File: src/common/ctrl_pkg.sv
// Controller-side definitions; only the trap and flush targets of this sequencer are encoded here

package ctrl_pkg;

  ////////////////////
  // Program counter targets
  ////////////////////

  // Target of a program counter set issued by the event arbiter
  // PC_NONE is the idle value and appears whenever no set is issued
  // PC_TRAP_NMI jumps to the NMI handler after a bus error
  // PC_FENCEI restarts fetch behind the fence.i once the flush has completed
  typedef enum logic [1:0] {
    PC_NONE     = 2'b00,
    PC_TRAP_NMI = 2'b01,
    PC_FENCEI   = 2'b10
  } pc_mux_e;

endpackage

File: src/common/obi_pkg.sv
// Bus-side definitions; the count type is 2 bits wide, so at most 3 transactions may be outstanding

package obi_pkg;

  ////////////////////
  // Outstanding transactions
  ////////////////////

  // Number of transactions the load/store unit may have in flight by default
  // The top level passes it on as MAX_OUTSTANDING
  parameter int MAX_OUTSTANDING_DEF = 2;

  // Count of accepted transactions that still wait for their response
  // Two bits cover depths of 1, 2 and 3
  typedef logic [1:0] outstanding_cnt_t;

endpackage

File: src/common/txn_event_if.sv
// All signals are driven by the tracker; err_valid is a single-cycle pulse, the rest are levels
`timescale 1ns/100ps

interface txn_event_if;

  // Pulse in the cycle after an error response was seen on the bus
  logic                      err_valid;

  // Write flag of the transaction whose response carried the error
  // Only meaningful while err_valid is high
  logic                      err_is_write;

  // Registered number of transactions that still wait for a response
  obi_pkg::outstanding_cnt_t outstanding_cnt;

  // High when nothing is outstanding and nothing is being accepted
  logic                      bus_idle;

  ////////////////////
  // Views
  ////////////////////

  // The tracker owns every signal
  modport tracker (output err_valid, err_is_write, outstanding_cnt, bus_idle);

  // The NMI latch only cares about error events
  modport latch (input err_valid, err_is_write);

  // The arbiter only cares whether the load/store unit is quiet
  modport arb (input outstanding_cnt, bus_idle);

endinterface

File: src/controller/ctrl_event_arb.sv
// The NMI wins only before a flush request is raised; a raised request always completes its handshake
`timescale 1ns/100ps

module ctrl_event_arb (
  input  logic              clk,
  input  logic              rst_n,
  txn_event_if.arb          evt,
  input  logic              nmi_pending_i,
  input  logic              lsu_in_wb_i,
  input  logic              fencei_in_wb_i,
  input  logic              fencei_flush_ack_i,
  output logic              nmi_taken_o,
  output logic              pc_set_o,
  output logic              fencei_flush_req_o,
  output ctrl_pkg::pc_mux_e pc_mux_o
);

  // Flush handshake states
  typedef enum logic [1:0] {
    ARB_IDLE       = 2'b00,
    ARB_FLUSH_REQ  = 2'b01,
    ARB_FLUSH_DONE = 2'b10
  } arb_state_e;

  arb_state_e        state_q;
  arb_state_e        state_d;

  // Registered program counter event
  logic              pc_set_q;
  logic              pc_set_d;
  ctrl_pkg::pc_mux_e pc_mux_q;
  ctrl_pkg::pc_mux_e pc_mux_d;

  // Decision terms
  logic              lsu_quiet;
  logic              nmi_allowed;
  logic              flush_start;
  logic              flush_meet;

  ////////////////////
  // Decisions
  ////////////////////

  // Quiet means the count has drained and no new access is accepted right now
  assign lsu_quiet = evt.bus_idle && (evt.outstanding_cnt == '0);

  // No NMI in the middle of a handshake, and none right behind another set
  // The second rule also keeps a still pending NMI from firing twice
  assign nmi_allowed = nmi_pending_i && lsu_quiet && !lsu_in_wb_i &&
                       (state_q != ARB_FLUSH_REQ) && !pc_set_q;

  // A pending NMI holds off the flush, which gives the trap its priority
  assign flush_start = (state_q == ARB_IDLE) && fencei_in_wb_i && lsu_quiet && !nmi_pending_i;

  // The request is high throughout ARB_FLUSH_REQ, so an ack elsewhere is ignored
  assign flush_meet  = (state_q == ARB_FLUSH_REQ) && fencei_flush_ack_i;

  ////////////////////
  // Flush FSM
  ////////////////////

  always_comb begin
    state_d = state_q;
    case (state_q)
      ARB_IDLE: begin
        if (flush_start) begin
          state_d = ARB_FLUSH_REQ;
        end
      end
      ARB_FLUSH_REQ: begin
        if (flush_meet) begin
          state_d = ARB_FLUSH_DONE;
        end
      end
      ARB_FLUSH_DONE: begin
        // Wait for the fence.i to leave WB so it does not flush a second time
        if (!fencei_in_wb_i) begin
          state_d = ARB_IDLE;
        end
      end
      default: state_d = ARB_IDLE;
    endcase
  end

  // Both set sources are exclusive because NMIs are blocked in ARB_FLUSH_REQ
  always_comb begin
    pc_set_d = 1'b0;
    pc_mux_d = ctrl_pkg::PC_NONE;
    if (nmi_allowed) begin
      pc_set_d = 1'b1;
      pc_mux_d = ctrl_pkg::PC_TRAP_NMI;
    end else if (flush_meet) begin
      pc_set_d = 1'b1;
      pc_mux_d = ctrl_pkg::PC_FENCEI;
    end
  end

  always_ff @(posedge clk or negedge rst_n) begin
    if (!rst_n) begin
      state_q  <= ARB_IDLE;
      pc_set_q <= 1'b0;
      pc_mux_q <= ctrl_pkg::PC_NONE;
    end else begin
      state_q  <= state_d;
      pc_set_q <= pc_set_d;
      pc_mux_q <= pc_mux_d;
    end
  end

  ////////////////////
  // Outputs
  ////////////////////

  assign pc_set_o           = pc_set_q;
  assign pc_mux_o           = pc_mux_q;
  // The trap pulse doubles as the release of the NMI latch
  assign nmi_taken_o        = pc_set_q && (pc_mux_q == ctrl_pkg::PC_TRAP_NMI);
  assign fencei_flush_req_o = (state_q == ARB_FLUSH_REQ);

endmodule

File: src/controller/nmi_latch.sv
// Keeps only the first bus error since the last NMI trap; later errors are dropped until it is taken
`timescale 1ns/100ps

module nmi_latch (
  input  logic       clk,
  input  logic       rst_n,
  txn_event_if.latch evt,
  input  logic       nmi_taken_i,
  output logic       nmi_pending_o,
  output logic       nmi_is_store_o
);

  // Sticky record of the pending NMI
  logic pending_q;
  logic is_store_q;

  // A new error is recorded only while nothing is pending
  logic capture;

  ////////////////////
  // Error capture
  ////////////////////

  // The taken pulse arrives while pending is still high, so an error in that
  // same cycle is also dropped
  assign capture = evt.err_valid && !pending_q;

  always_ff @(posedge clk or negedge rst_n) begin
    if (!rst_n) begin
      pending_q  <= 1'b0;
      is_store_q <= 1'b0;
    end else begin
      if (nmi_taken_i) begin
        // The trap has been issued, so the record is released
        pending_q <= 1'b0;
      end else if (capture) begin
        pending_q  <= 1'b1;
        // Store or load is fixed by the first error only
        is_store_q <= evt.err_is_write;
      end
    end
  end

  ////////////////////
  // Outputs
  ////////////////////

  assign nmi_pending_o  = pending_q;
  assign nmi_is_store_o = is_store_q;

endmodule

File: src/controller/obi_txn_tracker.sv
// Responses must return in order and the master must never exceed MAX_OUTSTANDING (at most 3)
`timescale 1ns/100ps

module obi_txn_tracker #(
  parameter int MAX_OUTSTANDING = obi_pkg::MAX_OUTSTANDING_DEF
) (
  input  logic         clk,
  input  logic         rst_n,
  input  logic         obi_req_i,
  input  logic         obi_gnt_i,
  input  logic         obi_we_i,
  input  logic         obi_rvalid_i,
  input  logic         obi_err_i,
  txn_event_if.tracker evt
);

  // Handshake strobes of the bus
  logic                       accept;
  logic                       resp;

  // Outstanding count and the slot the next accepted flag is written to
  obi_pkg::outstanding_cnt_t  cnt_q;
  obi_pkg::outstanding_cnt_t  cnt_d;
  obi_pkg::outstanding_cnt_t  wr_idx;

  // In-order queue of write flags, oldest entry in bit 0
  logic [MAX_OUTSTANDING-1:0] we_q;
  logic [MAX_OUTSTANDING-1:0] we_d;

  // Registered error event
  logic                       err_valid_q;
  logic                       err_is_write_q;

  // A transaction is taken only when request and grant meet
  // A low grant stalls the master and nothing is recorded
  assign accept = obi_req_i && obi_gnt_i;
  assign resp   = obi_rvalid_i;

  ////////////////////
  // Outstanding count
  ////////////////////

  // Acceptance and response in the same cycle cancel out
  always_comb begin
    cnt_d = cnt_q;
    case ({accept, resp})
      2'b10:   cnt_d = cnt_q + obi_pkg::outstanding_cnt_t'(1);
      2'b01:   cnt_d = cnt_q - obi_pkg::outstanding_cnt_t'(1);
      default: cnt_d = cnt_q;
    endcase
  end

  ////////////////////
  // Write flag queue
  ////////////////////

  // When a response pops the oldest entry in the same cycle, the new flag lands one slot lower
  assign wr_idx = resp ? (cnt_q - obi_pkg::outstanding_cnt_t'(1)) : cnt_q;

  always_comb begin
    we_d = we_q;
    // Responses come back in order, so a pop always drops bit 0
    if (resp) begin
      we_d = we_q >> 1;
    end
    for (int i = 0; i < MAX_OUTSTANDING; i++) begin
      if (accept && (wr_idx == obi_pkg::outstanding_cnt_t'(i))) begin
        we_d[i] = obi_we_i;
      end
    end
  end

  // Only the slots below the outstanding count hold live flags
  always_ff @(posedge clk) begin
    we_q <= we_d;
  end

  // The popped flag belongs to the response in this cycle
  always_ff @(posedge clk) begin
    if (resp) begin
      err_is_write_q <= we_q[0];
    end
  end

  always_ff @(posedge clk or negedge rst_n) begin
    if (!rst_n) begin
      cnt_q       <= '0;
      err_valid_q <= 1'b0;
    end else begin
      cnt_q       <= cnt_d;
      // Every error response gives a pulse, and filtering is left to the latch
      err_valid_q <= resp && obi_err_i;
    end
  end

  ////////////////////
  // Event outputs
  ////////////////////

  assign evt.err_valid       = err_valid_q;
  assign evt.err_is_write    = err_is_write_q;
  assign evt.outstanding_cnt = cnt_q;
  // An acceptance in this cycle already makes the bus busy
  assign evt.bus_idle        = (cnt_q == '0) && !accept;

endmodule

File: src/source/lsu_nmi_ctrl_top.sv
// MAX_OUTSTANDING may be 1 to 3 and must match the bus master; all outputs are registered
`timescale 1ns/100ps

module lsu_nmi_ctrl_top #(
  parameter int MAX_OUTSTANDING = obi_pkg::MAX_OUTSTANDING_DEF
) (
  input  logic              clk,
  input  logic              rst_n,
  // Bus traffic of the load/store unit
  input  logic              obi_req_i,
  input  logic              obi_gnt_i,
  input  logic              obi_we_i,
  input  logic              obi_rvalid_i,
  input  logic              obi_err_i,
  // Pipeline status
  input  logic              lsu_in_wb_i,
  input  logic              fencei_in_wb_i,
  // Flush handshake
  input  logic              fencei_flush_ack_i,
  output logic              fencei_flush_req_o,
  // Program counter event and NMI status
  output logic              pc_set_o,
  output ctrl_pkg::pc_mux_e pc_mux_o,
  output logic              nmi_pending_o,
  output logic              nmi_is_store_o
);

  // Release of the NMI latch by the arbiter
  logic nmi_taken;

  // Bus events from the tracker to the later stages
  txn_event_if evt_if ();

  // Stage 1 turns bus strobes into error events and idleness
  obi_txn_tracker #(
    .MAX_OUTSTANDING (MAX_OUTSTANDING)
  ) obi_txn_tracker_i (
    .clk          (clk),
    .rst_n        (rst_n),
    .obi_req_i    (obi_req_i),
    .obi_gnt_i    (obi_gnt_i),
    .obi_we_i     (obi_we_i),
    .obi_rvalid_i (obi_rvalid_i),
    .obi_err_i    (obi_err_i),
    .evt          (evt_if.tracker)
  );

  // Stage 2 holds the first error as a pending NMI
  nmi_latch nmi_latch_i (
    .clk            (clk),
    .rst_n          (rst_n),
    .evt            (evt_if.latch),
    .nmi_taken_i    (nmi_taken),
    .nmi_pending_o  (nmi_pending_o),
    .nmi_is_store_o (nmi_is_store_o)
  );

  // Stage 3 picks between the trap and the fence.i flush
  ctrl_event_arb ctrl_event_arb_i (
    .clk                (clk),
    .rst_n              (rst_n),
    .evt                (evt_if.arb),
    .nmi_pending_i      (nmi_pending_o),
    .lsu_in_wb_i        (lsu_in_wb_i),
    .fencei_in_wb_i     (fencei_in_wb_i),
    .fencei_flush_ack_i (fencei_flush_ack_i),
    .nmi_taken_o        (nmi_taken),
    .pc_set_o           (pc_set_o),
    .fencei_flush_req_o (fencei_flush_req_o),
    .pc_mux_o           (pc_mux_o)
  );

endmodule

File: config.mk
export PLATFORM = sky130hd
export DESIGN_NAME = lsu_nmi_ctrl_top
export DESIGN_NICKNAME = d
export VERILOG_FILES = /design/src/common/ctrl_pkg.sv /design/src/common/obi_pkg.sv /design/src/common/txn_event_if.sv /design/src/controller/ctrl_event_arb.sv /design/src/controller/nmi_latch.sv /design/src/controller/obi_txn_tracker.sv /design/src/source/lsu_nmi_ctrl_top.sv
export SDC_FILE = /design/constraint.sdc
export NUM_CORES = 1
export LEC_CHECK = 0
export BUFFER_PORTS_ARGS = -buffer_cell sky130_fd_sc_hd__buf_2
export CAP_MARGIN = 40
export CORE_MARGIN = 3
export CORE_UTILIZATION = 44
export DETAILED_ROUTE_END_ITERATION = 16
export PLACE_DENSITY = 0.71
export SLEW_MARGIN = 20
export SYNTH_ARGS = -nofsm -noshare
export SYNTH_HDL_FRONTEND = slang
export SYNTH_HIERARCHICAL = 1
export SYNTH_SLANG_ARGS = --single-unit
File: constraint.sdc
create_clock -name clk -period 1.5 [get_ports clk]
set_input_delay 0.15 -clock clk [delete_from_list [all_inputs] [get_ports clk]]
set_output_delay 0.15 -clock clk [all_outputs]
set_load 0.02 [all_outputs]
==> impl_metrics.py <==
metrics = {
    "outcome": {
        "outcome": "completed",
    },
    "finish": {
        "nNetsFinal": 95,
        "multi_input_area_um2": 312,
        "seqCellArea_um2": 342,
        "fillers": 85,
        "antenna_cells": 0,
        "drive_above_1_share_pct": 51.2,
        "area_delta_synth_final_pct": 41.1,
    },
    "global_route": {
        "grt_pass1_vias": 509,
        "grt_usage_pct": 16.2,
        "grt_pass1_wl_mm": 2.18,
        "grt_overflow": 0,
        "antenna_found_initial": 0,
        "grt_max_degree": 11,
    },
    "clocking": {
        "path_clk_slew_ps": 80,
        "clock_sinks": 13,
        "cts_buffers": 3,
        "insertion_delay_ps": 280,
        "ctsRootBufferMaster": "clkbuf_4",
        "clock_path_buffers": 2,
        "cts_max_level": 1,
        "cts_tree": "yes",
    },
    "critical_path": {
        "r2r_end": "obi_txn_tracker_i/we_q[0]",
        "crit_family": "flip-flops",
        "cp.required_ps": 1540,
        "critical_path.startpoint_type": "flop",
        "crit_slowest_cell": "dfrtp_1",
        "ff2ff_setup_slack_ps": 0.07,
        "arrival_ps": 1540,
        "cp-end-kind": "flop",
        "crit_chain": "inv_2 > ha_4 > nand3_2 > a21oi_2 > mux2_4",
        "r2r-start": "obi_txn_tracker_i/evt.outstanding_cnt[1]",
        "worst-path-buf-inv": 1,
        "slowest_delay_ps": 410,
        "worstRegToRegCells": 5,
        "path_class": "flop to flop",
        "crit_fanout": 4,
    },
    "pwr": {
        "p_leak_uw": 0.000413,
        "vdd_drop_max_mv": 0.868,
        "power-per-cell-area_nw_per_um2": 1480,
    },
    "timing": {
        "setup_viol": 0,
        "fin_skew_ps": 1.19,
        "setup_tns_ps": 0,
        "max_freq_mhz": 667,
        "grt_setup_unrepaired": "yes",
        "fin_crit_ps": 1500,
        "fin_crit_sh_pct": 100,
        "slew_viol_final": 0,
        "tightest_slew_ps": 307,
        "slew_headroom_pct": 79.4,
        "fin_ws_ps": 0.0669,
        "hold_violations": 0,
    },
    "drt": {
        "drt_pre_antenna_iters": 3,
        "post_drt_wl_per_cell_um": 13.5,
        "viasPerCell": 5.02,
        "drtAntennaViolNets": 0,
        "route.detailed.drc": 0,
        "routed_wl_mm": 1.30,
        "vias": 482,
        "first_iter_violations": 7,
    },
    "logic_synthesis": {
        "syn-instance-count": 52,
        "yosys_register_bits": 13,
        "synth_fp_nets": 64,
        "synth-warning-count": 6,
        "synthesis.area_um2": 621,
        "yosysSeqAreaShare_pct": 54.8,
        "synth_top_area_share_pct": 40.3,
        "synth_edf_count": 3,
        "synth.area.top_cells": "dfrtp_1 (40%), edfxtp_1 (15%), ha_1 (4.0%)",
        "yosys-top-cells-count": "dfrtp_1 (10), inv_1 (5), nand3_1 (4), edfxtp_1 (3)",
        "synth_cell_types": 27,
        "synth_area_per_cell_um2": 11.9,
        "async_flop_share_pct": 76.9,
        "synth.most_common_cell": "dfrtp_1",
        "yosys.area.top_type": "dfrtp_1",
        "synth_ff_type": "dfrtp_1",
    },
    "floorplanning": {
        "row_count": 12,
        "num_io_pins": 16,
        "core_area_um2": 1220,
        "die_x_um": 43.6,
        "initial_core_util_pct": 51.0,
        "die_h_um": 43.6,
        "dieArea_um2": 1900,
    },
    "hold_path": {
        "hold_depth": 2,
        "holdPathEnd": "obi_txn_tracker_i/evt.err_valid",
        "min_path_type": "input pin to flop",
        "hp-start": "obi_err_i",
    },
    "placed_design": {
        "port_buffers": 15,
        "gp_congestion": 0.816,
        "hpwl_um": 924,
        "post-place-ws_ps": -11.5,
    },
    "run": {
        "max_cap_viol_count": 0,
    },
}
==> worst reg2reg max path: stages, from the launching register on <==
cell and delay (ps):
dfrtp_1 410, inv_2 70, ha_4 270, nand3_2 60, a21oi_2 150, mux2_4 300
==> timing repair <==
| item | CTS | global route |
|---|---|---|
| hold buffers | 1 | 0 |
| hold endpoints to repair | 10 | 0 |
| pin swaps | 3 | 4 |
| buffers inserted | 2 | 2 |
| resized for setup | 2 | 3 |
| endpoints found under the setup margin | 3 | 3 |
==> cell usage in the layout (no fill, tap or decap), types with 3 or more instances in the layout <==
cell	instances
buf_2	15
buf_4	10
dfrtp_1	9
clkbuf_4	3
inv_1	3
nand3_1	3
edfxtp_1	3
==> layer usage <==
metal  track usage [%]  part of all wire [%]  up-vias
li1                  -                     -      249
met3              3.73                   3.8        4
met2              25.6                    50       14
met5                 0                     0        -
met1              19.3                    43      215
met4              10.8                   2.6        0
==> final cells by class <==
type                    instances  share of cell area (%)
repair buffers                 26                    18.3
clock buffers                   4                    3.00
well taps                      14                    2.00
multi-input cells              34                    35.6
flip-flops and latches         13                    39.0
inverters                       5                    2.14
==> where the power goes <==
group | internal [uW] | leakage [uW] | switching, uW | total, uW
combinational | 350 | 0.000241 | 245 | 596
clock | 103 | 0.0000150 | 116 | 219
sequential | 429 | 0.000157 | 51.2 | 480
==> worst max path at each step <==
stage / startpoint / to / slack [ps] / depth (start not counted)
4_1_cts: obi_txn_tracker_i/evt.outstanding_cnt[1] / obi_txn_tracker_i/we_q[0] / 2 / 5
3_5_place_dp: obi_txn_tracker_i/evt.outstanding_cnt[0] / ctrl_event_arb_i/pc_mux_o[0] / -10 / 5
3_3_place_gp: obi_txn_tracker_i/evt.outstanding_cnt[1] / obi_txn_tracker_i/we_q[0] / 9 / 5
2_1_floorplan: obi_txn_tracker_i/evt.outstanding_cnt[0] / obi_txn_tracker_i/we_q[0] / -10 / 5
5_1_grt: obi_txn_tracker_i/evt.outstanding_cnt[1] / obi_txn_tracker_i/we_q[0] / -60 / 5
6_report: obi_txn_tracker_i/evt.outstanding_cnt[1] / obi_txn_tracker_i/we_q[0] / 0.07 / 5
==> registers in the layout, indices dropped and copies added, names as in the netlist <==
| register | cells |
|---|---|
| ctrl_event_arb_i/pc_mux_o | 2 |
| ctrl_event_arb_i/pc_set_o | 1 |
| ctrl_event_arb_i/state_q | 2 |
| nmi_latch_i/nmi_is_store_o | 1 |
| nmi_latch_i/nmi_pending_o | 1 |
| obi_txn_tracker_i/evt.err_is_write | 1 |
| obi_txn_tracker_i/evt.err_valid | 1 |
| obi_txn_tracker_i/evt.outstanding_cnt | 2 |
| obi_txn_tracker_i/we_q | 2 |
==> through the flow <==
| stage | power, uW | utilization [%] | area, um2 | hold slack [ps] | instances |
|---|---|---|---|---|---|
| floorplan | 754 | - | 639 | -146 | 52 |
| global placement | 948 | 63.9 | 777 | 14.3 | 87 |
| detailed placement | 958 | 63.9 | 777 | 18.0 | 87 |
| CTS | 1230 | 68.9 | 838 | 79.3 | 94 |
| global route | 1380 | 72.0 | 876 | 89.4 | 96 |
| finish | 1300 | 72.0 | 876 | 88.8 | 96 |
==> kinds of logic after synthesis <==
| kind of cell | synth area share [%] |
|---|---|
| mux | 4.23 |
| compound gates | 10.3 |
| xor+xnor | 2.82 |
| simple gates | 20.8 |
| buf+inv | 3.02 |
| flops | 54.8 |
| fa+ha+maj | 4.03 |
Power figures use the tool's default switching activity.
